$ cat src/design/rl_force_pkg.sv
`default_nettype none

package rl_force_pkg;

	localparam int COORD_W    = 12;   // Unsigned position inside the home region
	localparam int DISP_W     = 13;   // Signed nb minus ref
	localparam int R2_W       = 26;
	localparam int COEF_W     = 16;
	localparam int FORCE_W    = 24;
	localparam int PID_W      = 7;
	localparam int CID_W      = 3;
	localparam int SEG_W      = 4;
	localparam int COEF_SHIFT = 8;    // Coefficients carry 8 fraction bits

	// Force coefficient per distance segment, repulsive near and mildly attractive far
	localparam logic signed [COEF_W-1:0] COEF_TABLE [2**SEG_W] = '{
		16'sd4096, 16'sd2048, 16'sd1024, 16'sd640,
		16'sd384,  16'sd256,  16'sd160,  16'sd96,
		16'sd48,   16'sd16,   -16'sd16,  -16'sd32,
		-16'sd40,  -16'sd32,  -16'sd16,  -16'sd8
	};

	typedef struct packed {
		logic [CID_W-1:0] cell_z;
		logic [CID_W-1:0] cell_y;
		logic [CID_W-1:0] cell_x;
		logic [PID_W-1:0] index;
	} particle_id_t;

	typedef struct packed {
		logic [COORD_W-1:0] x;
		logic [COORD_W-1:0] y;
		logic [COORD_W-1:0] z;
	} pos_t;

	typedef struct packed {
		pos_t         ref_pos;
		pos_t         nb_pos;
		particle_id_t ref_id;
		particle_id_t nb_id;
	} pair_in_t;

	typedef struct packed {
		logic signed [DISP_W-1:0] dx;
		logic signed [DISP_W-1:0] dy;
		logic signed [DISP_W-1:0] dz;
		logic [R2_W-1:0]          r2;
		particle_id_t             ref_id;
		particle_id_t             nb_id;
	} pair_t;

	typedef struct packed {
		logic signed [FORCE_W-1:0] fx;
		logic signed [FORCE_W-1:0] fy;
		logic signed [FORCE_W-1:0] fz;
		particle_id_t              ref_id;
		particle_id_t              nb_id;
	} force_t;

	typedef enum logic {
		ARB_IDLE,
		ARB_GRANT
	} arb_state_e;

endpackage

`default_nettype wire

$ cat src/design/pair_filter.sv
`timescale 1ns/1ns
`default_nettype none

module pair_filter import rl_force_pkg::*;
#(
	parameter int              LANE_DEPTH = 4,
	parameter logic [R2_W-1:0] CUTOFF2    = 4096
)
(
	input  logic     clk,
	input  logic     rst,
	input  logic     pair_valid,
	input  pair_in_t pair,
	input  logic     pop,
	output logic     fifo_valid,
	output pair_t    fifo_head,
	output logic     pair_credit,
	output logic     empty
);

	localparam int PTR_W = (LANE_DEPTH > 1) ? $clog2(LANE_DEPTH) : 1;
	localparam int CNT_W = $clog2(LANE_DEPTH + 1);
	localparam int RET_W = $clog2(LANE_DEPTH + 2);

	logic                     s1_valid;
	logic signed [DISP_W-1:0] s1_dx;
	logic signed [DISP_W-1:0] s1_dy;
	logic signed [DISP_W-1:0] s1_dz;
	particle_id_t             s1_ref_id;
	particle_id_t             s1_nb_id;

	logic [R2_W-1:0] sq_x;
	logic [R2_W-1:0] sq_y;
	logic [R2_W-1:0] sq_z;
	logic [R2_W-1:0] r2;
	logic            keep;
	logic            drop;
	logic            fifo_rd;
	pair_t           wr_pair;

	pair_t            mem [LANE_DEPTH];
	logic [PTR_W-1:0] wr_ptr;
	logic [PTR_W-1:0] rd_ptr;
	logic [CNT_W-1:0] count;
	logic [RET_W-1:0] ret_pend;   // Credits owed upstream but not yet pulsed
	logic [RET_W-1:0] ret_total;

	// Stage 1: signed displacements, nb minus ref
	always_ff @(posedge clk)
	begin
		if (rst)
			s1_valid <= 1'b0;
		else
			s1_valid <= pair_valid;
	end

	always_ff @(posedge clk)
	begin
		s1_dx     <= $signed({1'b0, pair.nb_pos.x}) - $signed({1'b0, pair.ref_pos.x});
		s1_dy     <= $signed({1'b0, pair.nb_pos.y}) - $signed({1'b0, pair.ref_pos.y});
		s1_dz     <= $signed({1'b0, pair.nb_pos.z}) - $signed({1'b0, pair.ref_pos.z});
		s1_ref_id <= pair.ref_id;
		s1_nb_id  <= pair.nb_id;
	end

	// Stage 2: squares, sum and cutoff test, result goes straight into the FIFO
	assign sq_x = s1_dx * s1_dx;
	assign sq_y = s1_dy * s1_dy;
	assign sq_z = s1_dz * s1_dz;
	assign r2   = sq_x + sq_y + sq_z;

	assign keep    = s1_valid && (r2 <= CUTOFF2) && (r2 != '0);  // Self pair is dropped
	assign drop    = s1_valid && !keep;
	assign fifo_rd = pop && fifo_valid;

	always_comb
	begin
		wr_pair.dx     = s1_dx;
		wr_pair.dy     = s1_dy;
		wr_pair.dz     = s1_dz;
		wr_pair.r2     = r2;
		wr_pair.ref_id = s1_ref_id;
		wr_pair.nb_id  = s1_nb_id;
	end

	always_ff @(posedge clk)
	begin
		if (keep)
			mem[wr_ptr] <= wr_pair;
	end

	always_ff @(posedge clk)
	begin
		if (rst)
		begin
			wr_ptr <= '0;
			rd_ptr <= '0;
			count  <= '0;
		end
		else
		begin
			if (keep)
				wr_ptr <= (wr_ptr == PTR_W'(LANE_DEPTH - 1)) ? '0 : wr_ptr + 1'b1;
			if (fifo_rd)
				rd_ptr <= (rd_ptr == PTR_W'(LANE_DEPTH - 1)) ? '0 : rd_ptr + 1'b1;
			count <= count + CNT_W'(keep) - CNT_W'(fifo_rd);
		end
	end

	assign fifo_valid = (count != '0);
	assign fifo_head  = mem[rd_ptr];
	assign empty      = (count == '0) && !s1_valid;

	// A drop and a pop in one cycle owe two credits, the second goes out a cycle later
	assign ret_total = ret_pend + RET_W'(drop) + RET_W'(fifo_rd);

	always_ff @(posedge clk)
	begin
		if (rst)
		begin
			ret_pend    <= '0;
			pair_credit <= 1'b0;
		end
		else
		begin
			pair_credit <= (ret_total != '0);
			ret_pend    <= ret_total - RET_W'(ret_total != '0);
		end
	end

	// Upstream sent without a credit if a write finds the FIFO full
	a_no_overflow: assert property (@(posedge clk) disable iff (rst)
		keep |-> (count < LANE_DEPTH));

endmodule

`default_nettype wire

$ cat config.mk
export PLATFORM = sky130hd
export DESIGN_NAME = pair_filter
export DESIGN_NICKNAME = d
export VERILOG_FILES = /design/src/design/rl_force_pkg.sv /design/src/design/pair_filter.sv
export SDC_FILE = /design/constraint.sdc
export NUM_CORES = 2
export LEC_CHECK = 0
export ABC_AREA = 0
export BUFFER_PORTS_ARGS = -buffer_cell sky130_fd_sc_hd__buf_2
export CAP_MARGIN = 10
export CORE_MARGIN = 2
export CORE_UTILIZATION = 35
export CTS_CLUSTER_SIZE = 40
export DETAILED_ROUTE_END_ITERATION = 7
export SLEW_MARGIN = 30
export SYNTH_ARGS = -nofsm -noshare
export SYNTH_HDL_FRONTEND = slang
export SYNTH_SLANG_ARGS = --single-unit
$ cat constraint.sdc
create_clock -name clk -period 11.49 [get_ports clk]
set_input_delay 1.149 -clock clk [delete_from_list [all_inputs] [get_ports clk]]
set_output_delay 1.149 -clock clk [all_outputs]
set_load 0.03 [all_outputs]
==> flow_summary.json <==
{
  "cp.arrival_ps": 11050,
  "async_flop_share_pct": 0,
  "die_h_um": 325,
  "fin_tns_setup_ps": 0,
  "cp.required_ps": 11980,
  "wl_met3_um": 2390,
  "vias_per_cell": 4.55,
  "die_x_um": 325,
  "rsz0062_at_grt": "false",
  "overflow": 0,
  "netlist_instances": 2833,
  "drc_errors": 0,
  "synth_edf_count": 388,
  "routedWlPerCell_um": 17.3,
  "numPortBuffers": 207,
  "antenna_found_initial": 2,
  "die_area_mm2": 0.105,
  "area_growth_pct": 12.8,
  "max_clock_freq_mhz": 94.7,
  "routed.top_layer": "met5",
  "ant_nets": 0,
  "ys_top_cells_by_area": "edfxtp_1, fa_1, inv_1",
  "crit_family": "adder cells",
  "synth.largest_area_cell": "edfxtp_1",
  "core_area_mm2": 0.102,
  "drv_slew": 0,
  "cts_buffers": 50,
  "crit_path_end_kind": "flop",
  "start_util_pct": 35.3,
  "first_iter_violations": 954,
  "h-tree-depth": 2,
  "slowest_stage": "dfxtp_1",
  "grt_max_degree": 61,
  "hpwl_um": 60300,
  "num_rows": 117,
  "cts_hold_buffers": 0,
  "synth_top_area_share_pct": 32.4,
  "post-route-period-util_pct": 91.9,
  "clkTransAtPathRegs_ps": 60,
  "synth-seq-cells": 473,
  "routed-wl-met2_um": 41800,
  "drive_gt1_share_pct": 14.5,
  "grt_usage_pct": 15.1,
  "setup_viol": 0,
  "worst_slew_pin_slew_ps": 1030,
  "period_minus_slack_ps": 10560,
  "grt_pass1_wl_um": 124000,
  "ctsResizeCount": 0,
  "vias": 20300,
  "yosysUniqueCellTypes": 67,
  "synth_fp_nets": 3681,
  "synth_area_mm2": 0.0360,
  "synth_sequential_area_ratio_pct": 37.1,
  "avgSynthCellArea_um2": 12.7,
  "tritoncts": "built",
  "slowest_delay_ps": 860,
  "critPathMostFrequentCell": "fa_1",
  "drt_first_pass_iters": 7,
  "critPathLaunchType": "flop",
  "finClkSkew_ps": 42.2,
  "synth_top_flop_cell": "edfxtp_1",
  "status": "finished, final reports clean",
  "first_global_vias": 22200,
  "clk_path_buf_depth": 3,
  "path_buf_inv": 5,
  "cts_sinks": 473,
  "gp_congestion": 0.852,
  "routed_wl_um": 77300,
  "io_pins": 208,
  "hold_class": "reg2reg",
  "yosysWarnings": 0,
  "crit_fanout": 20,
  "clock_latency_ps": 620,
  "cts_root_buf": "clkbuf_16",
  "synthTopCellsByCount": "inv_1, fa_1, edfxtp_1",
  "post_cts_buffers": 0,
  "finalNetCount": 3907,
  "hold_viol_final": 0,
  "crit_type": "reg2reg",
  "drt-met1-wl_um": 31200,
  "slew_headroom_pct": 31.0,
  "synth.most_common_cell": "inv_1",
  "cap_violations": 0
}
-- routing by layer --
metal	track usage [%]	up-vias
met5	0	-
met3	1.71	91
met2	28.1	326
li1	-	9334
met4	3.89	2
met1	18.6	10600
-- kinds of logic (layout without fill, tap and decap cells) --
logic type / after synthesis / count (layout) / synth area share [%]
xor gates and xnor gates: 78 / 78 / 1.90
DFF: 473 / 473 / 37.1
other: 0 / 1 / 0
buffers and inverters: 849 / 1115 / 8.86
muxes: 101 / 101 / 6.19
adders and majority gates: 740 / 740 / 36.9
and+or+nand+nor: 456 / 456 / 6.44
AOI/OAI and AO/OA: 136 / 136 / 2.62
-- flip-flops by register name (all words and copies together), names as in the netlist, named ones only --
register     cells
count            3
mem            388
pair_credit      1
rd_ptr           2
ret_pend         3
s1_dx           13
s1_dy           13
s1_dz           13
s1_nb_id        16
s1_ref_id       16
s1_valid         1
wr_ptr           2
-- final timing paths --
check	cells after the start	start	endpoint	slack (ps)
setup reg to reg	33	s1_dz[0]$_DFF_P_	ret_pend[2]$_SDFF_PP0_	930
hold reg to reg	2	rd_ptr[1]$_SDFFE_PP0P_	flop	480
setup / recovery	33	s1_dz[0]$_DFF_P_	ret_pend[2]$_SDFF_PP0_	930
hold / removal	2	rd_ptr[1]$_SDFFE_PP0P_	flop	480
-- cell usage in the layout (no fill, tap or decap), types with 39 or more instances in the layout --
master / count
edfxtp_1: 388
xnor2_1: 56
dfxtp_1: 83
nor2b_1: 39
buf_2: 207
clkbuf_16: 52
fa_1: 538
ha_1: 202
inv_1: 776
mux4_2: 97
nand2_1: 144
nor2_1: 77
and2_1: 116
-- stage by stage --
step / utilization (%) / area (µm²) / hold WS [ps] / instances / setup slack (ps)
2_1_floorplan: - / 36000 / 438 / 2833 / 1100
3_3_place_gp: 38.1 / 38800 / 461 / 4375 / 1090
3_5_place_dp: 38.1 / 38900 / 465 / 4375 / 974
4_1_cts: 39.9 / 40600 / 484 / 4467 / 979
5_1_grt: 39.9 / 40600 / 507 / 4467 / 108
6_report: 39.9 / 40600 / 478 / 4468 / 927
-- cell type report --
| cell class | instances | area, µm² |
|---|---|---|
| well taps | 1368 | 1710 |
| clock buffers | 64 | 1390 |
| diodes | 1 | 2.50 |
| multi-input cells | 1511 | 19500 |
| inverters | 776 | 2910 |
| fillers | 9771 | 61300 |
| repair buffers | 247 | 1380 |
| clock inverters | 28 | 369 |
| flip-flops and latches | 473 | 13400 |
-- worst register-to-register path: cells and delay by family, from the launching register on --
kind	cells	cell delay, ps
AND/OR/NAND/NOR	8	1950
AO/OA/AOI/OAI	4	1080
buffers and inverters	5	730
adder cells (fa/ha/maj)	13	5260
flip-flops	1	860
XOR/XNOR	3	590
Power is not shown: default switching activity piles up to over one toggle a cycle in this logic, so the estimate is an artifact.
