**config.mk**
```make
export PLATFORM = sky130hd
export DESIGN_NAME = force_out_buffer
export DESIGN_NICKNAME = d
export VERILOG_FILES = /design/src/design/rl_force_pkg.sv /design/src/design/force_out_buffer.sv
export SDC_FILE = /design/constraint.sdc
export NUM_CORES = 1
export LEC_CHECK = 0
export ABC_CLOCK_PERIOD_IN_PS = 8900
export BUFFER_PORTS_ARGS = -buffer_cell sky130_fd_sc_hd__buf_2
export CAP_MARGIN = 20
export CORE_MARGIN = 2
export CORE_UTILIZATION = 58
export CTS_CLUSTER_SIZE = 8
export DETAILED_ROUTE_END_ITERATION = 8
export GPL_ROUTABILITY_DRIVEN = 1
export PLACE_DENSITY = 0.76
export SLEW_MARGIN = 20
export SYNTH_ARGS = -nofsm -noshare
export SYNTH_HDL_FRONTEND = slang
export SYNTH_SLANG_ARGS = --single-unit
```
**constraint.sdc**
```tcl
create_clock -name clk -period 8.9 [get_ports clk]
set_clock_uncertainty 0.1 [all_clocks]
set_input_delay 1.335 -clock clk [delete_from_list [all_inputs] [get_ports clk]]
set_output_delay 1.335 -clock clk [all_outputs]
set_load 0.05 [all_outputs]
```
**src/design/rl_force_pkg.sv**
```systemverilog
`default_nettype none

package rl_force_pkg;

	localparam int COORD_W    = 12;   // Unsigned position inside the home region
	localparam int DISP_W     = 13;   // Signed nb minus ref
	localparam int R2_W       = 26;
	localparam int COEF_W     = 16;
	localparam int FORCE_W    = 24;
	localparam int PID_W      = 7;
	localparam int CID_W      = 3;
	localparam int SEG_W      = 4;
	localparam int COEF_SHIFT = 8;    // Coefficients carry 8 fraction bits

	// Force coefficient per distance segment, repulsive near and mildly attractive far
	localparam logic signed [COEF_W-1:0] COEF_TABLE [2**SEG_W] = '{
		16'sd4096, 16'sd2048, 16'sd1024, 16'sd640,
		16'sd384,  16'sd256,  16'sd160,  16'sd96,
		16'sd48,   16'sd16,   -16'sd16,  -16'sd32,
		-16'sd40,  -16'sd32,  -16'sd16,  -16'sd8
	};

	typedef struct packed {
		logic [CID_W-1:0] cell_z;
		logic [CID_W-1:0] cell_y;
		logic [CID_W-1:0] cell_x;
		logic [PID_W-1:0] index;
	} particle_id_t;

	typedef struct packed {
		logic [COORD_W-1:0] x;
		logic [COORD_W-1:0] y;
		logic [COORD_W-1:0] z;
	} pos_t;

	typedef struct packed {
		pos_t         ref_pos;
		pos_t         nb_pos;
		particle_id_t ref_id;
		particle_id_t nb_id;
	} pair_in_t;

	typedef struct packed {
		logic signed [DISP_W-1:0] dx;
		logic signed [DISP_W-1:0] dy;
		logic signed [DISP_W-1:0] dz;
		logic [R2_W-1:0]          r2;
		particle_id_t             ref_id;
		particle_id_t             nb_id;
	} pair_t;

	typedef struct packed {
		logic signed [FORCE_W-1:0] fx;
		logic signed [FORCE_W-1:0] fy;
		logic signed [FORCE_W-1:0] fz;
		particle_id_t              ref_id;
		particle_id_t              nb_id;
	} force_t;

	typedef enum logic {
		ARB_IDLE,
		ARB_GRANT
	} arb_state_e;

endpackage

`default_nettype wire

```
**src/design/force_out_buffer.sv**
```systemverilog
`timescale 1ns/1ns
`default_nettype none

module force_out_buffer import rl_force_pkg::*;
#(
	parameter int OUT_DEPTH = 4
)
(
	input  logic   clk,
	input  logic   rst,
	input  logic   force_valid_int,
	input  force_t force_int,
	input  logic   force_credit,
	output logic   force_valid,
	output force_t force_data,
	output logic   slot_credit,
	output logic   empty
);

	localparam int PTR_W = (OUT_DEPTH > 1) ? $clog2(OUT_DEPTH) : 1;
	localparam int CNT_W = $clog2(OUT_DEPTH + 1);
	localparam int CR_W  = 8;

	force_t           mem [OUT_DEPTH];
	logic [PTR_W-1:0] wr_ptr;
	logic [PTR_W-1:0] rd_ptr;
	logic [CNT_W-1:0] count;
	logic [CR_W-1:0]  down_cnt;   // Credits granted by the consumer
	logic             send;

	assign send  = (count != '0) && (down_cnt != '0);
	assign empty = (count == '0);

	always_ff @(posedge clk)
	begin
		if (force_valid_int)
			mem[wr_ptr] <= force_int;
		if (send)
			force_data <= mem[rd_ptr];
	end

	always_ff @(posedge clk)
	begin
		if (rst)
		begin
			wr_ptr      <= '0;
			rd_ptr      <= '0;
			count       <= '0;
			down_cnt    <= '0;
			force_valid <= 1'b0;
			slot_credit <= 1'b0;
		end
		else
		begin
			if (force_valid_int)
				wr_ptr <= (wr_ptr == PTR_W'(OUT_DEPTH - 1)) ? '0 : wr_ptr + 1'b1;
			if (send)
				rd_ptr <= (rd_ptr == PTR_W'(OUT_DEPTH - 1)) ? '0 : rd_ptr + 1'b1;
			count       <= count + CNT_W'(force_valid_int) - CNT_W'(send);
			down_cnt    <= down_cnt + CR_W'(force_credit) - CR_W'(send);
			force_valid <= send;
			slot_credit <= send;   // Slot goes back to the arbiter with the send
		end
	end

	// Arbiter credits must cover everything still inside the pipeline
	a_no_overflow: assert property (@(posedge clk) disable iff (rst)
		force_valid_int |-> (count < OUT_DEPTH));

endmodule

`default_nettype wire

```
==> flow_summary_export.csv, run 1 <==
group,metric,value,unit
setup_path,path_cells,"inv_1 -> ha_1 -> and4bb_2 -> a21oi_4 -> buf_4 -> ha_1 -> inv_1 -> ha_1 -> fa_1 -> xnor2_1 -> xnor2_1 -> nor2_1",
final_layout,fin_nets,1167,
synth,synth_cell_types,40,
setup_path,worstPathMaxFanout,35,
placement,place_congestion,0.744,
setup_path,cp-startpoint,"down_cnt[2]$_SDFF_PP0_",
power_and_ir_drop,vdd_drop_max,248,µV
final_layout,fin_cells,1507,
final_layout,area_growth,19.1,%
clock_network,h-tree-depth,3,
timing,finalSetupTns,0,ns
grt,grt_pass1_wl,54.2,mm
final_layout,layout.area.seq,15900,µm²
setup_path,worstPathArrival,3.73,ns
clock_network,ctsHoldBuffers,0,
grt,antenna_found_initial,12,
timing,period_share,38.0,%
placement,io_buffers,214,
placement,dp_slack,5.31,ns
floorplanning,rows,66,
setup_path,crit_path_max_incr_delay,0.56,ns
timing,hold_viol_final,0,
clock_network,insertion_delay,0.58,ns
setup_path,end_kind,"flip-flop",
clock_network,numCtsBuffers,76,
grt,grt_max_degree,76,
grt,grt_pass1_vias,9043,
setup_path,critPathRequiredTime,9.25,ns
final_layout,n_fill_cell,1947,
routing,wirelength,36.1,mm
timing,fmaxAchievable,296,MHz
final_layout,multi_input_area,3030,µm²
synth,synth_cells,766,
routing,drtPass1Iterations,6,
timing,fin_ws,5.52,ns
setup_path,slowest_stage,"buf_4",
floorplanning,dieWidth,186,µm
setup_path,r2r_start,"down_cnt[2]$_SDFF_PP0_",
synth,syn-cell-area,19200,µm²
setup_path,crit_path_frequent_cell,"ha_1",
timing,setup_viol,0,
synth,syn_nets,894,
power_and_ir_drop,p_leak,7.82,nW
power_and_ir_drop,p_total,0.00843,W
routing,via_per_inst,5.67,
grt,grt_usage,21.7,%
clock_network,cts_root_buffer,"clkbuf_16",
placement,placed_area,20700,µm²
outcome,status,"finished clean",
routing,drcViolationCount,0,
final_layout,drive_gt1_share,39.9,%
flow_run,maxCapViolCount,0,
floorplanning,ios,215,
timing,slew_headroom,26.9,%
floorplanning,die_area,34600,µm²
min_path,hp-class,"reg2reg",
routing,vias,8547,
routing,final_antenna_net_count,0,
grt,grt.overflow.total,0,
clock_network,clk_pin_slew,0.05,ns
final_layout,finalInstanceArea,22900,µm²
placement,dp_cells,1403,
timing,drv_slew,0,
synth,yosysWarningCount,0,
setup_path,startpoint_type,"flip-flop",
clock_network,cts_tree,"built",
clock_network,clock_sinks,536,
synth,seq_area_frac_synth,83.0,%
placement,post-dp-hpwl,19.7,mm
synth,synth-seq-cells,536,
floorplanning,start_util,59.0,%
clock_network,post_cts_resized,0,
setup_path,worstSetupPathType,"reg2reg",
routing,drtIter0Drc,694,
synth,synth_area_per_cell,25.1,µm²
timing,tightest_slew,1.10,ns
power_and_ir_drop,power_density,369,nW/µm²
routing,post_drt_wl_per_cell,23.9,µm
clock_network,clockBufferDepth,3,
floorplanning,die_h,186,µm
timing,fin_crit,3.38,ns
clock_network,cts_setup_buffers,0,
floorplanning,core,32500,µm²
timing,grt_setup_unrepaired,"false",
min_path,hp-start,"wr_ptr[1]$_SDFFE_PP0P_",
==> worst paths after layout <==
check,slack (ns),cells past startpoint,end
max,5.52,12,count[2]$_SDFF_PP0_
min,0.46,2,wr_ptr[1]$_SDFFE_PP0P_
max reg2reg,5.52,12,count[2]$_SDFF_PP0_
min reg2reg,0.46,2,wr_ptr[1]$_SDFFE_PP0P_
==> stage by stage <==
step	hold slack [ns]	util [%]
after CTS	0.459	70.2
final	0.460	70.3
after global placement	0.429	63.7
after detailed placement	0.451	63.7
after global routing	0.502	70.2
after floorplan	0.406	-
==> synth_stat cells (all sizes together) <==
master	n	area share, %
a211o	1	0.046
a21oi	4	0.10
a31oi	1	0.033
a41o	1	0.052
and2	5	0.16
and4bb	1	0.065
buf	24	0.93
clkbuf	4	0.078
dfxtp	16	1.7
edfxtp	520	81
fa	2	0.21
ha	18	1.2
inv	17	0.33
mux2	1	0.059
mux2i	4	0.21
mux4	104	12
nand2	3	0.059
nand2b	1	0.033
nand3	1	0.026
nand4	1	0.033
nor2	11	0.22
nor2b	5	0.16
nor3	5	0.13
nor3b	1	0.039
nor4	1	0.033
nor4b	1	0.046
nor4bb	1	0.052
o211ai	2	0.078
o21a	1	0.039
o21ai	1	0.026
o21ba	1	0.052
o32ai	1	0.046
or4	1	0.039
or4b	1	0.052
xnor2	3	0.14
xor2	1	0.046
==> layout make-up <==
| class | instances | share of cell area (%) |
|---|---|---|
| antenna | 9 | 0.0985 |
| clock buffer | 89 | 8.62 |
| clock inverter | 6 | 0.640 |
| inverter | 17 | 0.279 |
| multi-input combinational | 185 | 13.2 |
| sequential | 536 | 69.7 |
| tap | 442 | 2.42 |
| timing repair buffer | 223 | 4.98 |
==> cell usage in the layout (no fill, tap or decap), drive strengths merged, types with 2 or more instances in the layout <==
master / n
and2: 5
edfxtp: 520
mux4: 104
fa: 2
nor2: 11
o211ai: 2
mux2i: 4
inv: 19
dfxtp: 16
clkinv: 4
buf: 223
clkbuf: 89
diode: 9
xnor2: 3
ha: 18
nand2: 3
nor2b: 5
nor3: 5
a21oi: 4
==> routing by layer <==
| layer | up-vias | GRT usage [%] | part of all wire (%) |
|---|---|---|---|
| met4 | 6 | 7.15 | 2.1 |
| met3 | 56 | 6.73 | 8.5 |
| li1 | 3748 | - | - |
| met5 | - | 0 | 0.11 |
| met1 | 4384 | 29.4 | 40 |
| met2 | 353 | 34.2 | 49 |
==> flip-flops by register name (all words and copies together), names as in the netlist <==
register and cells:
slot_credit 1, rd_ptr 2, mem 416, wr_ptr 2, force_data 104, down_cnt 8
count 3
==> power breakdown <==
group / total (W) / internal, W / switching [W]
Clock: 0.00256 / 0.00156 / 0.00101
Sequential: 0.00352 / 0.00333 / 0.000193
Combinational: 0.00235 / 0.000710 / 0.00164
Total: 0.00843 / 0.00560 / 0.00284
==> cell families (layout without fill, tap and decap cells) <==
logic type / count (synthesis) / count (layout) / share of synthesized area [%]
other: 0 / 9 / 0
XOR/XNOR: 4 / 4 / 0.183
buffers and inverters: 45 / 335 / 1.34
adder cells (fa/ha/maj): 20 / 20 / 1.38
flip-flops: 536 / 536 / 83.0
AND/OR/NAND/NOR: 39 / 39 / 1.15
AO/OA/AOI/OAI: 13 / 13 / 0.476
multiplexers: 109 / 109 / 12.5
==> worst max-delay path, delay by kind of cell (launching register included) <==
kind | cells | cell delay (ns)
simple gates | 2 | 0.30
fa+ha+maj | 4 | 1.00
xor+xnor | 2 | 0.32
flops | 1 | 0.33
compound gates | 1 | 0.50
buf+inv | 3 | 0.68
(Power assumes the default switching activity.)
==> run 2: changes to the inputs <==
ABC_AREA = 1   (was unset)
ABC_CLOCK_PERIOD_IN_PS = 3300   (was 8900)
clock period = 3.3 ns   (was 8.9 ns; I/O delays follow)
==> run 2 against run 1 <==
Net effect: hold slack got worse by 0.42 ns; cell count increased by 31%; first-iteration DRC count increased by 40%; largest cell class unchanged; highest routed layer unchanged.
==> flow_summary_export.csv, run 2 <==
group,metric,value,unit
outcome,status,"finished clean",
routing,wirelength,39.3,mm
final_layout,layout.area.seq,15900,µm²
floorplanning,die_h,188,µm
routing,drtPass1Iterations,5,
final_layout,top_regs,"mem: 416 flops, force_data: 104 flops, down_cnt: 8 flops",
synth,yosys.area_share.adder,1.36,%
synth,netlist_top_cells_count,"edfxtp_1 (520), nor2_1 (231), o21ai_0 (196)",
clock_network,clock_sinks,536,
setup_path,worstSetupPathType,"reg2reg",
floorplanning,rows,67,
power_and_ir_drop,power_frac_seq,40.7,%
timing,grt_setup_unrepaired,"false",
timing,hold_viol_final,0,
final_layout,final_cell_mix,"edfxtp_1 (520), nor2_1 (231), buf_2 (214)",
clock_network,clockBufferDepth,3,
floorplanning,core,33400,µm²
power_and_ir_drop,power_density,1000,nW/µm²
power_and_ir_drop,pwr-share-clk,29.7,%
grt,antenna_found_initial,5,
power_and_ir_drop,p_int,0.0148,W
clock_network,cts_tree,"built",
grt,grt_max_degree,119,
timing,setup_viol,0,
routing,via_per_inst,5.66,
setup_path,critPathRequiredTime,3.68,ns
clock_network,cts_root_buffer,"clkbuf_16",
timing,finalSetupTns,0,ns
timing,drv_slew,0,
synth,synth_cell_types,25,
synth,synthArstFlopShare,0,%
flow_run,maxCapViolCount,0,
power_and_ir_drop,combPwrFrac,29.6,%
clock_network,h-tree-depth,3,
setup_path,slowest_stage,"fa_1",
timing,fin_ws,0.782,ns
setup_path,path_delay_family,"adder cells",
clock_network,numCtsBuffers,76,
final_layout,final_common_cell,"edfxtp_1",
clock_network,post_cts_resized,0,
setup_path,critPathBufInv,5,
synth,synth_most_common_cell,"edfxtp_1",
grt,grt.overflow.total,0,
final_layout,largest_register_ffs,416,
synth,synth_area_leaders,"edfxtp_1 (80%), o21ai_0 (5.0%), nor2_1 (4.4%), o22ai_1 (3.3%), dfxtp_1 (1.6%)",
clock_network,ctsHoldBuffers,0,
routing,vias,11191,
setup_path,crit_path_frequent_cell,"inv_1",
clock_network,cts_setup_buffers,0,
synth,syn_nets,1384,
timing,period_share,76.3,%
placement,dp_slack,0.776,ns
synth,synth_compound_area_share,9.01,%
placement,io_buffers,214,
synth,synth-seq-cells,536,
routing,post_drt_wl_per_cell,19.9,µm
floorplanning,start_util,58.6,%
timing,holdWs,0.0394,ns
synth,yosysWarningCount,0,
placement,placed_area,21000,µm²
grt,grt_pass1_wl,59.8,mm
clock_network,insertion_delay,0.57,ns
routing,drtIter0Drc,969,
synth,syn-cell-area,19600,µm²
timing,fmaxAchievable,397,MHz
grt,grt_pass1_vias,11226,
final_layout,drive_gt1_share,21.4,%
synth,synth-edff-count,520,
floorplanning,ios,215,
final_layout,fin_nets,1626,
timing,fin_crit,2.52,ns
timing,slew_headroom,39.6,%
routing,final_antenna_net_count,0,
final_layout,multi_input_area,3060,µm²
floorplanning,dieWidth,188,µm
power_and_ir_drop,swShare,36.1,%
setup_path,worstPathArrival,2.90,ns
power_and_ir_drop,p_leak,8.22,nW
synth,synth_top_family_by_area,"compound AO/OA/AOI/OAI gates",
final_layout,largest_register,"mem",
synth,synthXorXnorAreaFrac,0.0448,%
synth,synth_ff_type,"edfxtp_1",
final_layout,n_fill_cell,2177,
routing,drcViolationCount,0,
synth,synthMuxAreaShare,0,%
setup_path,worstPathMaxFanout,17,
timing,tightest_slew,0.906,ns
setup_path,cp-startpoint,"down_cnt[6]$_SDFF_PP0_",
min_path,hp-start,"force_int[29]",
min_path,hp-class,"in2reg",
setup_path,r2r_start,"down_cnt[6]$_SDFF_PP0_",
setup_path,path_cells,"inv_1 -> ha_1 -> nand4_1 -> nand2_2 -> clkinvlp_4 -> buf_4 -> ha_1 -> inv_1 -> ha_2 -> fa_1 -> inv_1 -> o21ai_0 -> a21oi_1",
clock_network,clk_pin_slew,0.05,ns
setup_path,startpoint_type,"flip-flop",
setup_path,crit_path_max_incr_delay,0.38,ns
synth,yosysTopAreaCell,"edfxtp_1",
synth,synth_cells,1256,
synth,yosysTopAreaCellShare,79.9,%
synth,synth-simple-area-share,5.14,%
power_and_ir_drop,vdd_drop_max,751,µV
synth,synth_area_per_cell,15.6,µm²
final_layout,finalInstanceArea,23100,µm²
placement,place_congestion,0.726,
setup_path,end_kind,"flip-flop",
placement,post-dp-hpwl,20.7,mm
floorplanning,die_area,35200,µm²
grt,grt_usage,22.2,%
synth,seq_area_frac_synth,81.5,%
final_layout,area_growth,18.3,%
power_and_ir_drop,switchingPower,0.00834,W
## run 2: cell count changes after synthesis, sizes merged, moves of 18 or more
cell,delta
o21ai,+212
mux4,-104
nand2,+20
inv,+23
nor2,+220
o22ai,+104
clkbuf,+22
buf,+18
## run 2: final timing paths
kind / to / slack (ns) / cells after the start
worst min register to register: wr_ptr[1]$_SDFFE_PP0P_ / 0.45 / 2
worst min-delay path: mem[3][29]$_DFFE_PP_ / 0.04 / 1
worst max register to register: count[2]$_SDFF_PP0_ / 0.78 / 13
worst max-delay path: count[2]$_SDFF_PP0_ / 0.78 / 13
## run 2: final cells by class
cell class / count / area share (%)
Antenna cell: 2 / 0.0216
Clock inverter: 1 / 0.0379
Timing Repair Buffer: 232 / 5.59
Clock buffer: 107 / 9.00
Sequential cell: 536 / 68.9
Inverter: 41 / 0.752
Tap cell: 448 / 2.42
Multi-Input combinational cell: 611 / 13.2
## run 2: kinds of logic (layout without fill, tap and decap cells)
| family | Yosys count | after routing |
|---|---|---|
| and+or+nand+nor | 264 | 264 |
| DFF | 536 | 536 |
| xor gates and xnor gates | 1 | 1 |
| buffers and inverters | 109 | 381 |
| adders and majority gates | 20 | 20 |
| AOI/OAI and AO/OA | 326 | 326 |
| other | 0 | 2 |
## run 2: layer usage
metal | up-vias | GRT usage (%) | part of all wire (%) | wire length (µm)
met2 | 425 | 37.3 | 50 | 19500
met1 | 5506 | 28.0 | 40 | 15700
met5 | - | 0 | 0.092 | 36
met4 | 6 | 7.30 | 2.2 | 857
met3 | 77 | 6.33 | 8.2 | 3220
li1 | 5177 | - | - | -
## run 2: metrics by stage
step                      power [W]  std cells  util [%]
after floorplan              0.0147       1256         -
after global placement       0.0162       1868      63.0
after detailed placement     0.0164       1868      63.0
after CTS                    0.0233       1976      69.3
after global routing         0.0241       1977      69.3
final                        0.0231       1978      69.3
## run 2: power by group through the flow
stage          clock [W]  combinational, W  sequential [W]
6_report         0.00686           0.00686         0.00941
5_1_grt          0.00726           0.00739         0.00949
4_1_cts          0.00695           0.00690         0.00942
3_5_place_dp           0           0.00688         0.00951
3_3_place_gp           0           0.00670         0.00950
2_1_floorplan          0           0.00283          0.0119
