==> config.mk <==
export PLATFORM = sky130hd
export DESIGN_NAME = force_pipeline
export DESIGN_NICKNAME = d
export VERILOG_FILES = /design/src/design/rl_force_pkg.sv /design/src/design/force_pipeline.sv
export SDC_FILE = /design/constraint.sdc
export NUM_CORES = 1
export LEC_CHECK = 0
export ABC_AREA = 1
export BUFFER_PORTS_ARGS = -buffer_cell sky130_fd_sc_hd__buf_2
export CORE_MARGIN = 2
export CORE_UTILIZATION = 50
export CTS_CLUSTER_SIZE = 28
export DETAILED_ROUTE_END_ITERATION = 10
export PLACE_DENSITY = 0.74
export SYNTH_ARGS = -nofsm -noshare
export SYNTH_HDL_FRONTEND = slang
export SYNTH_SLANG_ARGS = --single-unit
export TNS_END_PERCENT = 5
==> constraint.sdc <==
create_clock -name clk -period 16.7 [get_ports clk]
set_input_delay 3.34 -clock clk [delete_from_list [all_inputs] [get_ports clk]]
set_output_delay 3.34 -clock clk [all_outputs]
set_load 0.02 [all_outputs]
==> src/design/rl_force_pkg.sv <==
`default_nettype none

package rl_force_pkg;

	localparam int COORD_W    = 12;   // Unsigned position inside the home region
	localparam int DISP_W     = 13;   // Signed nb minus ref
	localparam int R2_W       = 26;
	localparam int COEF_W     = 16;
	localparam int FORCE_W    = 24;
	localparam int PID_W      = 7;
	localparam int CID_W      = 3;
	localparam int SEG_W      = 4;
	localparam int COEF_SHIFT = 8;    // Coefficients carry 8 fraction bits

	// Force coefficient per distance segment, repulsive near and mildly attractive far
	localparam logic signed [COEF_W-1:0] COEF_TABLE [2**SEG_W] = '{
		16'sd4096, 16'sd2048, 16'sd1024, 16'sd640,
		16'sd384,  16'sd256,  16'sd160,  16'sd96,
		16'sd48,   16'sd16,   -16'sd16,  -16'sd32,
		-16'sd40,  -16'sd32,  -16'sd16,  -16'sd8
	};

	typedef struct packed {
		logic [CID_W-1:0] cell_z;
		logic [CID_W-1:0] cell_y;
		logic [CID_W-1:0] cell_x;
		logic [PID_W-1:0] index;
	} particle_id_t;

	typedef struct packed {
		logic [COORD_W-1:0] x;
		logic [COORD_W-1:0] y;
		logic [COORD_W-1:0] z;
	} pos_t;

	typedef struct packed {
		pos_t         ref_pos;
		pos_t         nb_pos;
		particle_id_t ref_id;
		particle_id_t nb_id;
	} pair_in_t;

	typedef struct packed {
		logic signed [DISP_W-1:0] dx;
		logic signed [DISP_W-1:0] dy;
		logic signed [DISP_W-1:0] dz;
		logic [R2_W-1:0]          r2;
		particle_id_t             ref_id;
		particle_id_t             nb_id;
	} pair_t;

	typedef struct packed {
		logic signed [FORCE_W-1:0] fx;
		logic signed [FORCE_W-1:0] fy;
		logic signed [FORCE_W-1:0] fz;
		particle_id_t              ref_id;
		particle_id_t              nb_id;
	} force_t;

	typedef enum logic {
		ARB_IDLE,
		ARB_GRANT
	} arb_state_e;

endpackage

`default_nettype wire

==> src/design/force_pipeline.sv <==
`timescale 1ns/1ns
`default_nettype none

module force_pipeline import rl_force_pkg::*;
#(
	parameter logic [R2_W-1:0] CUTOFF2 = 4096
)
(
	input  logic   clk,
	input  logic   rst,
	input  logic   issue_valid,
	input  pair_t  issue_pair,
	output logic   force_valid_int,
	output force_t force_int,
	output logic   idle
);

	// Segments split the range up to the cutoff into 2**SEG_W equal parts
	localparam int SEG_LSB = ($clog2(CUTOFF2) > SEG_W) ? $clog2(CUTOFF2) - SEG_W : 0;
	localparam int PROD_W  = COEF_W + DISP_W;
	localparam logic signed [PROD_W-1:0] F_MAX = PROD_W'(2**(FORCE_W - 1) - 1);
	localparam logic signed [PROD_W-1:0] F_MIN = -F_MAX - 1;

	logic [R2_W-1:0]          seg_full;
	logic [SEG_W-1:0]         seg;
	logic                     s1_valid;
	logic                     s2_valid;
	logic signed [COEF_W-1:0] s1_coef;
	logic signed [DISP_W-1:0] s1_dx;
	logic signed [DISP_W-1:0] s1_dy;
	logic signed [DISP_W-1:0] s1_dz;
	particle_id_t             s1_ref_id;
	particle_id_t             s1_nb_id;
	logic signed [PROD_W-1:0] s2_px;
	logic signed [PROD_W-1:0] s2_py;
	logic signed [PROD_W-1:0] s2_pz;
	particle_id_t             s2_ref_id;
	particle_id_t             s2_nb_id;

	function automatic logic signed [FORCE_W-1:0] scale_sat(input logic signed [PROD_W-1:0] prod);
		logic signed [PROD_W-1:0] shifted;
		shifted = prod >>> COEF_SHIFT;
		if (shifted > F_MAX)
			return FORCE_W'(F_MAX);
		else if (shifted < F_MIN)
			return FORCE_W'(F_MIN);
		return FORCE_W'(shifted);
	endfunction

	assign seg_full = issue_pair.r2 >> SEG_LSB;
	assign seg      = (seg_full > R2_W'(2**SEG_W - 1)) ? '1 : seg_full[SEG_W-1:0];  // r2 at the cutoff

	always_ff @(posedge clk)
	begin
		if (rst)
		begin
			s1_valid        <= 1'b0;
			s2_valid        <= 1'b0;
			force_valid_int <= 1'b0;
		end
		else
		begin
			s1_valid        <= issue_valid;
			s2_valid        <= s1_valid;
			force_valid_int <= s2_valid;
		end
	end

	always_ff @(posedge clk)
	begin
		// Stage 1, table lookup
		s1_coef   <= COEF_TABLE[seg];
		s1_dx     <= issue_pair.dx;
		s1_dy     <= issue_pair.dy;
		s1_dz     <= issue_pair.dz;
		s1_ref_id <= issue_pair.ref_id;
		s1_nb_id  <= issue_pair.nb_id;
		// Stage 2, scale displacement
		s2_px     <= s1_coef * s1_dx;
		s2_py     <= s1_coef * s1_dy;
		s2_pz     <= s1_coef * s1_dz;
		s2_ref_id <= s1_ref_id;
		s2_nb_id  <= s1_nb_id;
		// Stage 3, drop fraction bits and clamp
		force_int.fx     <= scale_sat(s2_px);
		force_int.fy     <= scale_sat(s2_py);
		force_int.fz     <= scale_sat(s2_pz);
		force_int.ref_id <= s2_ref_id;
		force_int.nb_id  <= s2_nb_id;
	end

	assign idle = !(issue_valid || s1_valid || s2_valid || force_valid_int);

endmodule

`default_nettype wire

==> results of run 1 <==
==> cells by family (layout without fill, tap and decap cells) <==
group           Yosys count  count (layout)
flops                   278             278
buf+inv                 910            1077
simple gates           1023            1023
fa+ha+maj               641             641
xor+xnor                 34              34
compound gates           59              59
==> per-layer routing <==
metal  routed length, µm  vias up  GRT usage
met3                2600       46     0.0265
met5                  13        -          0
met2               24100      404      0.350
met1               21100     8555      0.259
li1                    -     8654          -
met4                 751        2     0.0359
==> final cells by class <==
type | instances | area (µm²)
Tap cell | 672 | 841
Clock inverter | 16 | 201
Inverter | 817 | 3070
Timing Repair Buffer | 209 | 1080
Sequential cell | 278 | 5570
Fill cell | 4612 | 22200
Clock buffer | 35 | 778
Multi-Input combinational cell | 1757 | 16100
==> worst max-delay path by stage <==
stage	start	to	slack [ps]	cells past startpoint
final	issue_valid	idle	9430	3
after global routing	issue_valid	idle	9400	3
after CTS	issue_valid	idle	9410	3
after detailed placement	issue_valid	idle	9480	3
after global placement	issue_valid	idle	9490	3
after floorplan	issue_valid	idle	9310	1
==> registers in the layout, indices dropped and copies added (netlist names) <==
signal / cells
s1_dz: 13
s2_nb_id: 16
s1_nb_id: 16
s1_valid: 1
s2_valid: 1
s2_pz: 21
s2_px: 21
s2_py: 21
force_valid_int: 1
s1_dy: 13
force_int: 98
s1_ref_id: 16
s1_dx: 13
s2_ref_id: 16
s1_coef: 11
==> cell usage in the layout (no fill, tap or decap), types with 2 or more instances in the layout <==
master | Yosys | layout
sky130_fd_sc_hd__inv_1 | 815 | 815
sky130_fd_sc_hd__nand2_1 | 777 | 777
sky130_fd_sc_hd__fa_1 | 450 | 450
sky130_fd_sc_hd__dfxtp_1 | 278 | 278
sky130_fd_sc_hd__buf_2 | 0 | 197
sky130_fd_sc_hd__ha_1 | 191 | 191
sky130_fd_sc_hd__nor2_1 | 124 | 124
sky130_fd_sc_hd__nand3_1 | 72 | 72
sky130_fd_sc_hd__a21oi_1 | 36 | 36
sky130_fd_sc_hd__clkbuf_16 | 0 | 29
sky130_fd_sc_hd__xor2_1 | 24 | 24
sky130_fd_sc_hd__nand4_1 | 18 | 18
sky130_fd_sc_hd__buf_4 | 6 | 12
sky130_fd_sc_hd__o21ai_0 | 10 | 10
sky130_fd_sc_hd__xnor2_1 | 10 | 10
sky130_fd_sc_hd__nand3b_1 | 9 | 9
sky130_fd_sc_hd__nor3_1 | 8 | 8
sky130_fd_sc_hd__a21o_1 | 5 | 5
sky130_fd_sc_hd__o21bai_1 | 5 | 5
sky130_fd_sc_hd__and2_1 | 4 | 4
sky130_fd_sc_hd__clkinv_2 | 0 | 4
sky130_fd_sc_hd__or2_2 | 3 | 3
sky130_fd_sc_hd__inv_6 | 0 | 3
sky130_fd_sc_hd__bufinv_16 | 0 | 3
sky130_fd_sc_hd__clkbuf_1 | 81 | 3
sky130_fd_sc_hd__clkinv_4 | 0 | 3
sky130_fd_sc_hd__clkbuf_8 | 0 | 3
sky130_fd_sc_hd__nor4_1 | 2 | 2
sky130_fd_sc_hd__inv_2 | 2 | 2
sky130_fd_sc_hd__o21ai_1 | 2 | 2
==> stage by stage <==
stage	instances	hold slack, ps	util	setup slack, ps
after floorplan	2945	310	-	9310
after global placement	3733	309	0.535	9490
after global routing	3784	325	0.554	9400
after detailed placement	3733	312	0.535	9480
final	3784	322	0.554	9430
after CTS	3784	323	0.554	9410
==> impl_metrics.py, run 1 <==
metrics = {
    "status": {
        "status": "complete, no violations",
    },
    "synthesis": {
        "synthesis.nets": 3686,
        "synth_common_cells": "815 x sky130_fd_sc_hd__inv_1, 777 x sky130_fd_sc_hd__nand2_1, 450 x sky130_fd_sc_hd__fa_1",
        "ys_async_sr_fraction": 0,
        "yosys.cell_count.top_type": "sky130_fd_sc_hd__inv_1",
        "synth_enable_flop_cells": 0,
        "synth_top_cell_area_share": 0.359,
        "synth_fa_ha_area_frac": 0.454,
        "post_synthesis_xor_xnor_area_fraction": 0.0119,
        "avgSynthCellArea_um2": 8.53,
        "post_synth_mux_area_share": 0,
        "yosysSeqAreaShare": 0.222,
        "post_synthesis_share_of_cell_area_spent_on_and_or_nand_and_nor_gates": 0.162,
        "synth_top_family_by_area": "adder cells",
        "ys_seq_elements": 278,
        "netlist.top_cell.by_area": "sky130_fd_sc_hd__fa_1",
        "synth_cells": 2945,
        "synthTopCellsByArea": "sky130_fd_sc_hd__fa_1 36%, sky130_fd_sc_hd__dfxtp_1 22%, sky130_fd_sc_hd__inv_1 12%",
        "yosys.cell_types.count": 31,
        "yosysWarnings": 0,
        "synth_area_mm2": 0.0251,
        "synth_compound_gate_area_share": 0.0132,
        "synthFlopType": "sky130_fd_sc_hd__dfxtp_1",
    },
    "clock_network": {
        "ctsHoldBuffers": 0,
        "root_buffer": "sky130_fd_sc_hd__clkbuf_16",
        "cts_tree": "yes",
        "clk_path_buf_depth": 3,
        "clk_transition_reported_paths_ps": 60,
        "numClockSinks": 278,
        "worstSkewPairLatency_ps": 580,
        "post_cts_sizing": 0,
        "cts-buffers-inserted": 29,
        "cts_htree_levels": 1,
        "postCtsSetupBuffers": 0,
    },
    "worst_hold_path": {
        "hold_path_startpoint": "s2_pz[25]$_DFF_P_",
        "path_category_of_the_worst_min_delay_check": "reg -> reg",
        "timing.hold.worst_endpoint": "force_int[49]$_DFF_P_",
        "min_path_cells": 0,
    },
    "final_layout": {
        "finalInstanceArea_mm2": 0.0276,
        "layout-drive-gt1-share": 0.0864,
        "area.growth.synth_to_final_pct": 10.1,
        "antenna_cells": 0,
        "layout.nets": 3833,
    },
    "grt": {
        "first_pass_grt_wire_length_um": 84900,
        "first_global_vias": 18221,
        "antenna_found_initial": 1,
        "grt_remaining_overflow": 0,
        "pin_count_of_the_biggest_net_entering_global_routing": 40,
        "globalRouteTotalUtil": 0.197,
    },
    "critical_path": {
        "cp_slowest_cell": "sky130_fd_sc_hd__nor4_1",
        "setup.worst_path.start_class": "input port",
        "reg_to_reg_critical_path_startpoint": "s1_coef[14]$_SDFF_PP0_",
        "critical_path_capture_point_type": "output port",
        "worst_ep_arrival_time_ps": 3930,
        "critical_path_required_ps": 13360,
        "r2r_cells": 19,
        "max_stage_delay_ps": 270,
        "register_to_register_path_setup_slack_ps": 10610,
        "r2r-end": "s2_px[28]$_DFF_P_",
        "crit_family": "buffers and inverters",
        "critical_path_buf_inv_count": 2,
        "cp_max_fo": 2,
        "cp_cell_sequence": "buf_2, nor4_1, buf_2",
        "cp_common_cell": "sky130_fd_sc_hd__buf_2",
        "setup.worst_path.class": "in -> out",
    },
    "detailed_routing": {
        "routed_wirelength_um": 48600,
        "vias_per_cell": 4.67,
        "wl_cell_um": 12.8,
        "drt_first_iter_violations": 882,
        "drt-pass1-iter-count": 5,
        "num_vias": 17661,
        "drt.antenna.violating_nets": 0,
        "post-route-drc-count": 0,
    },
    "die": {
        "coreArea_mm2": 0.0499,
        "die-height_um": 228,
        "placement_rows": 82,
        "boundaryPins": 206,
        "die-area_mm2": 0.0520,
        "floorplan.die.width_um": 228,
        "initial_utilization": 0.504,
    },
    "timing": {
        "min_period_ps": 7270,
        "report.final.slew_viol_count": 0,
        "timing.fmax_ghz": 0.138,
        "worst-slew-pin-transition_ps": 750,
        "final_skew_ps": 23.4,
        "slew-limit-headroom": 0.500,
        "number_of_hold_violations_in_the_final_report": 0,
        "setup-violations-final": 0,
        "layout_worst_path_cycle_share": 0.435,
        "rsz0062_at_grt": "no",
        "final.setup.tns_ps": 0,
    },
    "run": {
        "max_cap_violations": 0,
    },
    "place": {
        "postPlaceCellArea_mm2": 0.0267,
        "port_buffers": 197,
        "globalplace.congestion": 0.903,
        "detailed_place_hpwl_um": 39100,
    },
}
Power of run 1 is not shown: default switching activity piles up to over one toggle a cycle in this logic, so the estimate is an artifact.
==> run 2, diff against run 1 <==
- clock period: 16.7 -> 7 ns (I/O delays scaled with it)
==> run 2 against run 1 <==
Against the previous run:
- via count is 0.87% higher
- sequential share of layout area hardly changed
- utilization is 0.083 points higher
- clock skew is 0.84 ps higher
- count of clock-buffer cells in the layout is 1 higher
- first-iteration DRC count is 20% higher
- non-clock buffer count is 2 higher
- worst setup slack worse by 8200 ps
- critical path type is now reg -> reg
==> impl_metrics.py, run 2 (synthesis gave the netlist of run 1 again) <==
metrics = {
    "status": {
        "status": "complete, no violations",
    },
    "die": {
        "die-height_um": 228,
        "placement_rows": 82,
        "die-area_mm2": 0.0520,
        "boundaryPins": 206,
        "coreArea_mm2": 0.0499,
        "initial_utilization": 0.504,
        "floorplan.die.width_um": 228,
    },
    "final_layout": {
        "flip_flop_count_of_the_largest_register_all_copies_and_words_added": 98,
        "layout.nets": 3835,
        "antenna_cells": 0,
        "layout_common_cells": "815 x sky130_fd_sc_hd__inv_1, 777 x sky130_fd_sc_hd__nand2_1, 450 x sky130_fd_sc_hd__fa_1, 278 x sky130_fd_sc_hd__dfxtp_1, 197 x sky130_fd_sc_hd__buf_2",
        "area.growth.synth_to_final_pct": 10.2,
        "mostFrequentLayoutCell": "sky130_fd_sc_hd__inv_1",
        "registers.top_by_ff_count": "force_int",
        "layout-drive-gt1-share": 0.0870,
    },
    "clock_network": {
        "cts-buffers-inserted": 29,
        "clk_path_buf_depth": 3,
        "root_buffer": "sky130_fd_sc_hd__clkbuf_16",
        "post_cts_sizing": 0,
        "postCtsSetupBuffers": 0,
        "cts_htree_levels": 1,
        "cts_tree": "yes",
        "numClockSinks": 278,
        "clk_transition_reported_paths_ps": 60,
        "ctsHoldBuffers": 0,
        "worstSkewPairLatency_ps": 600,
    },
    "detailed_routing": {
        "vias_per_cell": 4.70,
        "post-route-drc-count": 0,
        "met2RoutedLength_um": 24600,
        "wl_cell_um": 13.1,
        "routed_wirelength_um": 49600,
        "highest_layer": "met4",
        "drt_first_iter_violations": 1058,
        "num_vias": 17815,
        "drt.antenna.violating_nets": 0,
        "drt-pass1-iter-count": 6,
        "detailroute.wirelength.met3_um": 2680,
        "met1_length_um": 21400,
    },
    "timing": {
        "worst-slew-pin-transition_ps": 1170,
        "fin_hold_ws_ps": 322,
        "slew-limit-headroom": 0.216,
        "layout_worst_path_cycle_share": 0.821,
        "timing.fmax_ghz": 0.174,
        "report.final.slew_viol_count": 0,
        "number_of_hold_violations_in_the_final_report": 0,
        "setup-violations-final": 0,
        "rsz0062_at_grt": "no",
        "final.setup.tns_ps": 0,
        "final_skew_ps": 24.2,
        "min_period_ps": 5750,
    },
    "grt": {
        "antenna_found_initial": 1,
        "pin_count_of_the_biggest_net_entering_global_routing": 40,
        "first_global_vias": 18699,
        "globalRouteTotalUtil": 0.201,
        "first_pass_grt_wire_length_um": 86500,
        "grt_remaining_overflow": 0,
    },
    "run": {
        "max_cap_violations": 0,
    },
    "place": {
        "globalplace.congestion": 0.906,
        "port_buffers": 197,
        "detailed_place_hpwl_um": 40700,
    },
    "critical_path": {
        "crit_family": "adder cells",
        "setup.worst_path.class": "reg -> reg",
        "critical_path_buf_inv_count": 3,
        "critical_path_required_ps": 7460,
        "cp_cell_sequence": "buf_4, nand2_1, fa_1, inv_1, fa_1, fa_1, fa_1, fa_1, ha_1, ha_1, nand2_1, inv_1, a21oi_1, nor2_1, nor2_1, nand2_1, nand2_1, nand2_1",
        "critical_path_capture_point_type": "register",
        "cp_max_fo": 21,
        "max_stage_delay_ps": 920,
        "worst_ep_arrival_time_ps": 6210,
        "cp_slowest_cell": "sky130_fd_sc_hd__dfxtp_1",
        "setup.worst_path.start_class": "register",
    },
    "worst_hold_path": {
        "path_category_of_the_worst_min_delay_check": "reg -> reg",
    },
}
## run 2: per-layer routing
layer / vias up / GRT usage
li1: 8669 / -
met1: 8611 / 0.260
met3: 70 / 0.0245
met4: 0 / 0.0468
met2: 465 / 0.359
met5: - / 0
## run 2: final cells by class
type,instances,area (µm²)
Fill cell,4531,22200
Multi-Input combinational cell,1757,16100
Sequential cell,278,5570
Inverter,817,3070
Timing Repair Buffer,211,1090
Tap cell,672,841
Clock buffer,36,782
Clock inverter,16,224
## run 2: per-stage QoR
stage / util / std cells / area (µm²) / setup slack [ps]
floorplan: - / 2945 / 25100 / 1660
global placement: 0.535 / 3735 / 26700 / 1320
detailed placement: 0.535 / 3735 / 26700 / 1230
CTS: 0.555 / 3787 / 27700 / 1240
global route: 0.555 / 3787 / 27700 / 907
finish: 0.555 / 3787 / 27700 / 1250
## run 2: worst paths after layout
kind	from	depth (start not counted)	endpoint	slack, ps
worst max-delay path	s1_coef[9]$_DFF_P_	18	s2_pz[23]$_DFF_P_	1250
worst min-delay path	s1_ref_id[8]$_DFF_P_	0	s2_ref_id[8]$_DFF_P_	320
worst max register to register	s1_coef[9]$_DFF_P_	18	s2_pz[23]$_DFF_P_	1250
worst min register to register	s1_ref_id[8]$_DFF_P_	0	s2_ref_id[8]$_DFF_P_	320
Power of run 2 is left out for the same reason.
==> run 3, diff against run 2 <==
- PLACE_DENSITY: 0.74 -> 0.76
- clock period: 7 -> 4.85 ns (I/O delays scaled with it)
==> run 3 against run 2 <==
Against the previous run:
- routed wire length rose by 8.8%
- design area up 12%
- critical path depth up 2
- fmax rose by 16%
- via count up 5.7%
- hold slack got worse by 2.9 ps
- clock skew shrank 11 ps
- final cell count up 6.7%
- highest routed layer is now met5
- register-to-register slack got worse by 1300 ps
- count of clock-buffer cells in the layout unchanged
- the flow now finishes with violations (setup timing)
- critical endpoint is now s2_pz[25]$_DFF_P_
- utilization is 6.4 points higher
- non-clock buffer count increased by 249
==> impl_metrics.py, run 3 (synthesis gave the netlist of run 1 again) <==
metrics = {
    "timing": {
        "setup-violations-final": 18,
        "report.final.slew_viol_count": 0,
        "slew-limit-headroom": 0.745,
        "worst-slew-pin-transition_ps": 382,
        "post-route-worst-setup-slack_ps": -88.6,
        "number_of_hold_violations_in_the_final_report": 0,
        "timing.fmax_ghz": 0.202,
        "min_period_ps": 4940,
        "layout_worst_path_cycle_share": 1.02,
        "final_skew_ps": 12.9,
        "rsz0062_at_grt": "yes",
    },
    "clock_network": {
        "ctsHoldBuffers": 0,
        "clk_transition_reported_paths_ps": 60,
        "clk_path_buf_depth": 3,
        "numClockSinks": 278,
        "worstSkewPairLatency_ps": 590,
        "cts_htree_levels": 1,
        "cts-buffers-inserted": 29,
        "cts_tree": "yes",
        "root_buffer": "sky130_fd_sc_hd__clkbuf_16",
    },
    "grt": {
        "grt_util_met2": 0.377,
        "grt_remaining_overflow": 0,
        "globalRouteTotalUtil": 0.214,
        "use_met1": 0.276,
        "first_pass_grt_wire_length_um": 91900,
        "antenna_found_initial": 5,
        "pin_count_of_the_biggest_net_entering_global_routing": 22,
        "top_usage_layer": "met2",
        "grt_use_met3": 0.0271,
        "first_global_vias": 19705,
    },
    "detailed_routing": {
        "drt_first_iter_violations": 915,
        "vias_per_cell": 4.66,
        "routed_wirelength_um": 54000,
        "num_vias": 18839,
        "post-route-drc-count": 0,
        "drt.antenna.violating_nets": 0,
        "wl_cell_um": 13.4,
        "drt-pass1-iter-count": 5,
    },
    "critical_path": {
        "critical_path_capture_point_type": "register",
        "max_stage_delay_ps": 650,
        "worst_ep_arrival_time_ps": 5420,
        "setup.worst_path.class": "reg -> reg",
        "cp_max_fo": 13,
        "cp_slowest_cell": "sky130_fd_sc_hd__fa_2",
        "setup.worst_path.start_class": "register",
        "critical_path_required_ps": 5330,
        "cp_cell_sequence": "buf_12, nand2_4, inv_1, fa_2, inv_2, fa_2, buf_6, fa_1, fa_1, fa_1, inv_1, ha_4, ha_4, nand2_1, nor2_2, inv_1, nor2_2, nand4_1, nand4_1, nand2_1",
    },
    "status": {
        "violated_checks": "setup timing",
        "status": "complete, but fails checks",
    },
    "final_layout": {
        "layout_common_cells": "792 x sky130_fd_sc_hd__inv_1, 747 x sky130_fd_sc_hd__nand2_1, 437 x sky130_fd_sc_hd__fa_1, 265 x sky130_fd_sc_hd__dfxtp_1, 240 x sky130_fd_sc_hd__buf_4",
        "num-fill-cells": 4071,
        "registers.top_by_ff_count": "force_int",
        "finalInstanceArea_mm2": 0.0309,
        "seq_area_mm2": 0.00559,
        "multi_input_area_mm2": 0.0172,
        "flip_flop_count_of_the_largest_register_all_copies_and_words_added": 98,
        "mostFrequentLayoutCell": "sky130_fd_sc_hd__inv_1",
        "layout.nets": 4085,
        "layout.cells.non_filler": 4041,
        "layout-drive-gt1-share": 0.212,
        "area.growth.synth_to_final_pct": 23.0,
    },
    "die": {
        "die-area_mm2": 0.0520,
        "placement_rows": 82,
        "boundaryPins": 206,
        "coreArea_mm2": 0.0499,
        "initial_utilization": 0.504,
        "die-height_um": 228,
        "floorplan.die.width_um": 228,
    },
    "place": {
        "dpl.cell_count": 3970,
        "port_buffers": 197,
        "postPlaceCellArea_mm2": 0.0288,
        "detailed_place_hpwl_um": 43800,
        "globalplace.congestion": 0.898,
    },
    "worst_hold_path": {
        "path_category_of_the_worst_min_delay_check": "reg -> reg",
    },
    "run": {
        "max_cap_violations": 0,
    },
}
## run 3: cell types whose count changed in the layout (fill, tap and decap cells not counted), sizes merged
cell      delta
buf        +249
clkinvlp     +1
inv          -1
clkinv       +2
diode        +3
## run 3: area by class of cell
type	instances	area share
repair buffers	460	0.103
well taps	672	0.0272
clock buffers	36	0.0256
diodes	3	0.000243
flip-flops and latches	278	0.181
repair inverters	1	0.000162
inverters	817	0.0996
multi-input cells	1757	0.555
clock inverters	17	0.00766
## run 3: repair_timing
action                                  CTS  global route
endpoints found under the setup margin   44            50
pin swaps                                50            47
buffers inserted                          9             5
cloned                                    1             0
resized for setup                        93            98
## run 3: critical path, delay by kind of cell, from the launching register on
| kind | cells | cell delay [ps] |
|---|---|---|
| flops | 1 | 370 |
| buf+inv | 6 | 490 |
| simple gates | 7 | 700 |
| fa+ha+maj | 7 | 3240 |
## run 3: layer usage
metal | wire (µm) | part of all wire
met4 | 1390 | 0.026
met1 | 22800 | 0.42
met2 | 27200 | 0.50
met3 | 2600 | 0.048
met5 | 21 | 0.00039
## run 3: metrics by stage
step	TNS, ps	worst slack [ps]	hold WS [ps]	utilization
floorplan	-562	-60.1	310	-
global placement	-5810	-240	310	0.577
detailed placement	-7700	-284	312	0.577
CTS	-912	-90.9	321	0.610
global route	-8990	-315	329	0.619
finish	-629	-88.6	319	0.619
## run 3: worst paths after layout
| path | startpoint | to | slack (ps) | depth (start not counted) |
|---|---|---|---|---|
| max | s1_coef[14]$_SDFF_PP0_ | s2_pz[25]$_DFF_P_ | -90 | 20 |
| min | s1_nb_id[0]$_DFF_P_ | s2_nb_id[0]$_DFF_P_ | 320 | 0 |
| max reg2reg | s1_coef[14]$_SDFF_PP0_ | s2_pz[25]$_DFF_P_ | -90 | 20 |
| min reg2reg | s1_nb_id[0]$_DFF_P_ | s2_nb_id[0]$_DFF_P_ | 320 | 0 |
Power of run 3 is left out for the same reason.
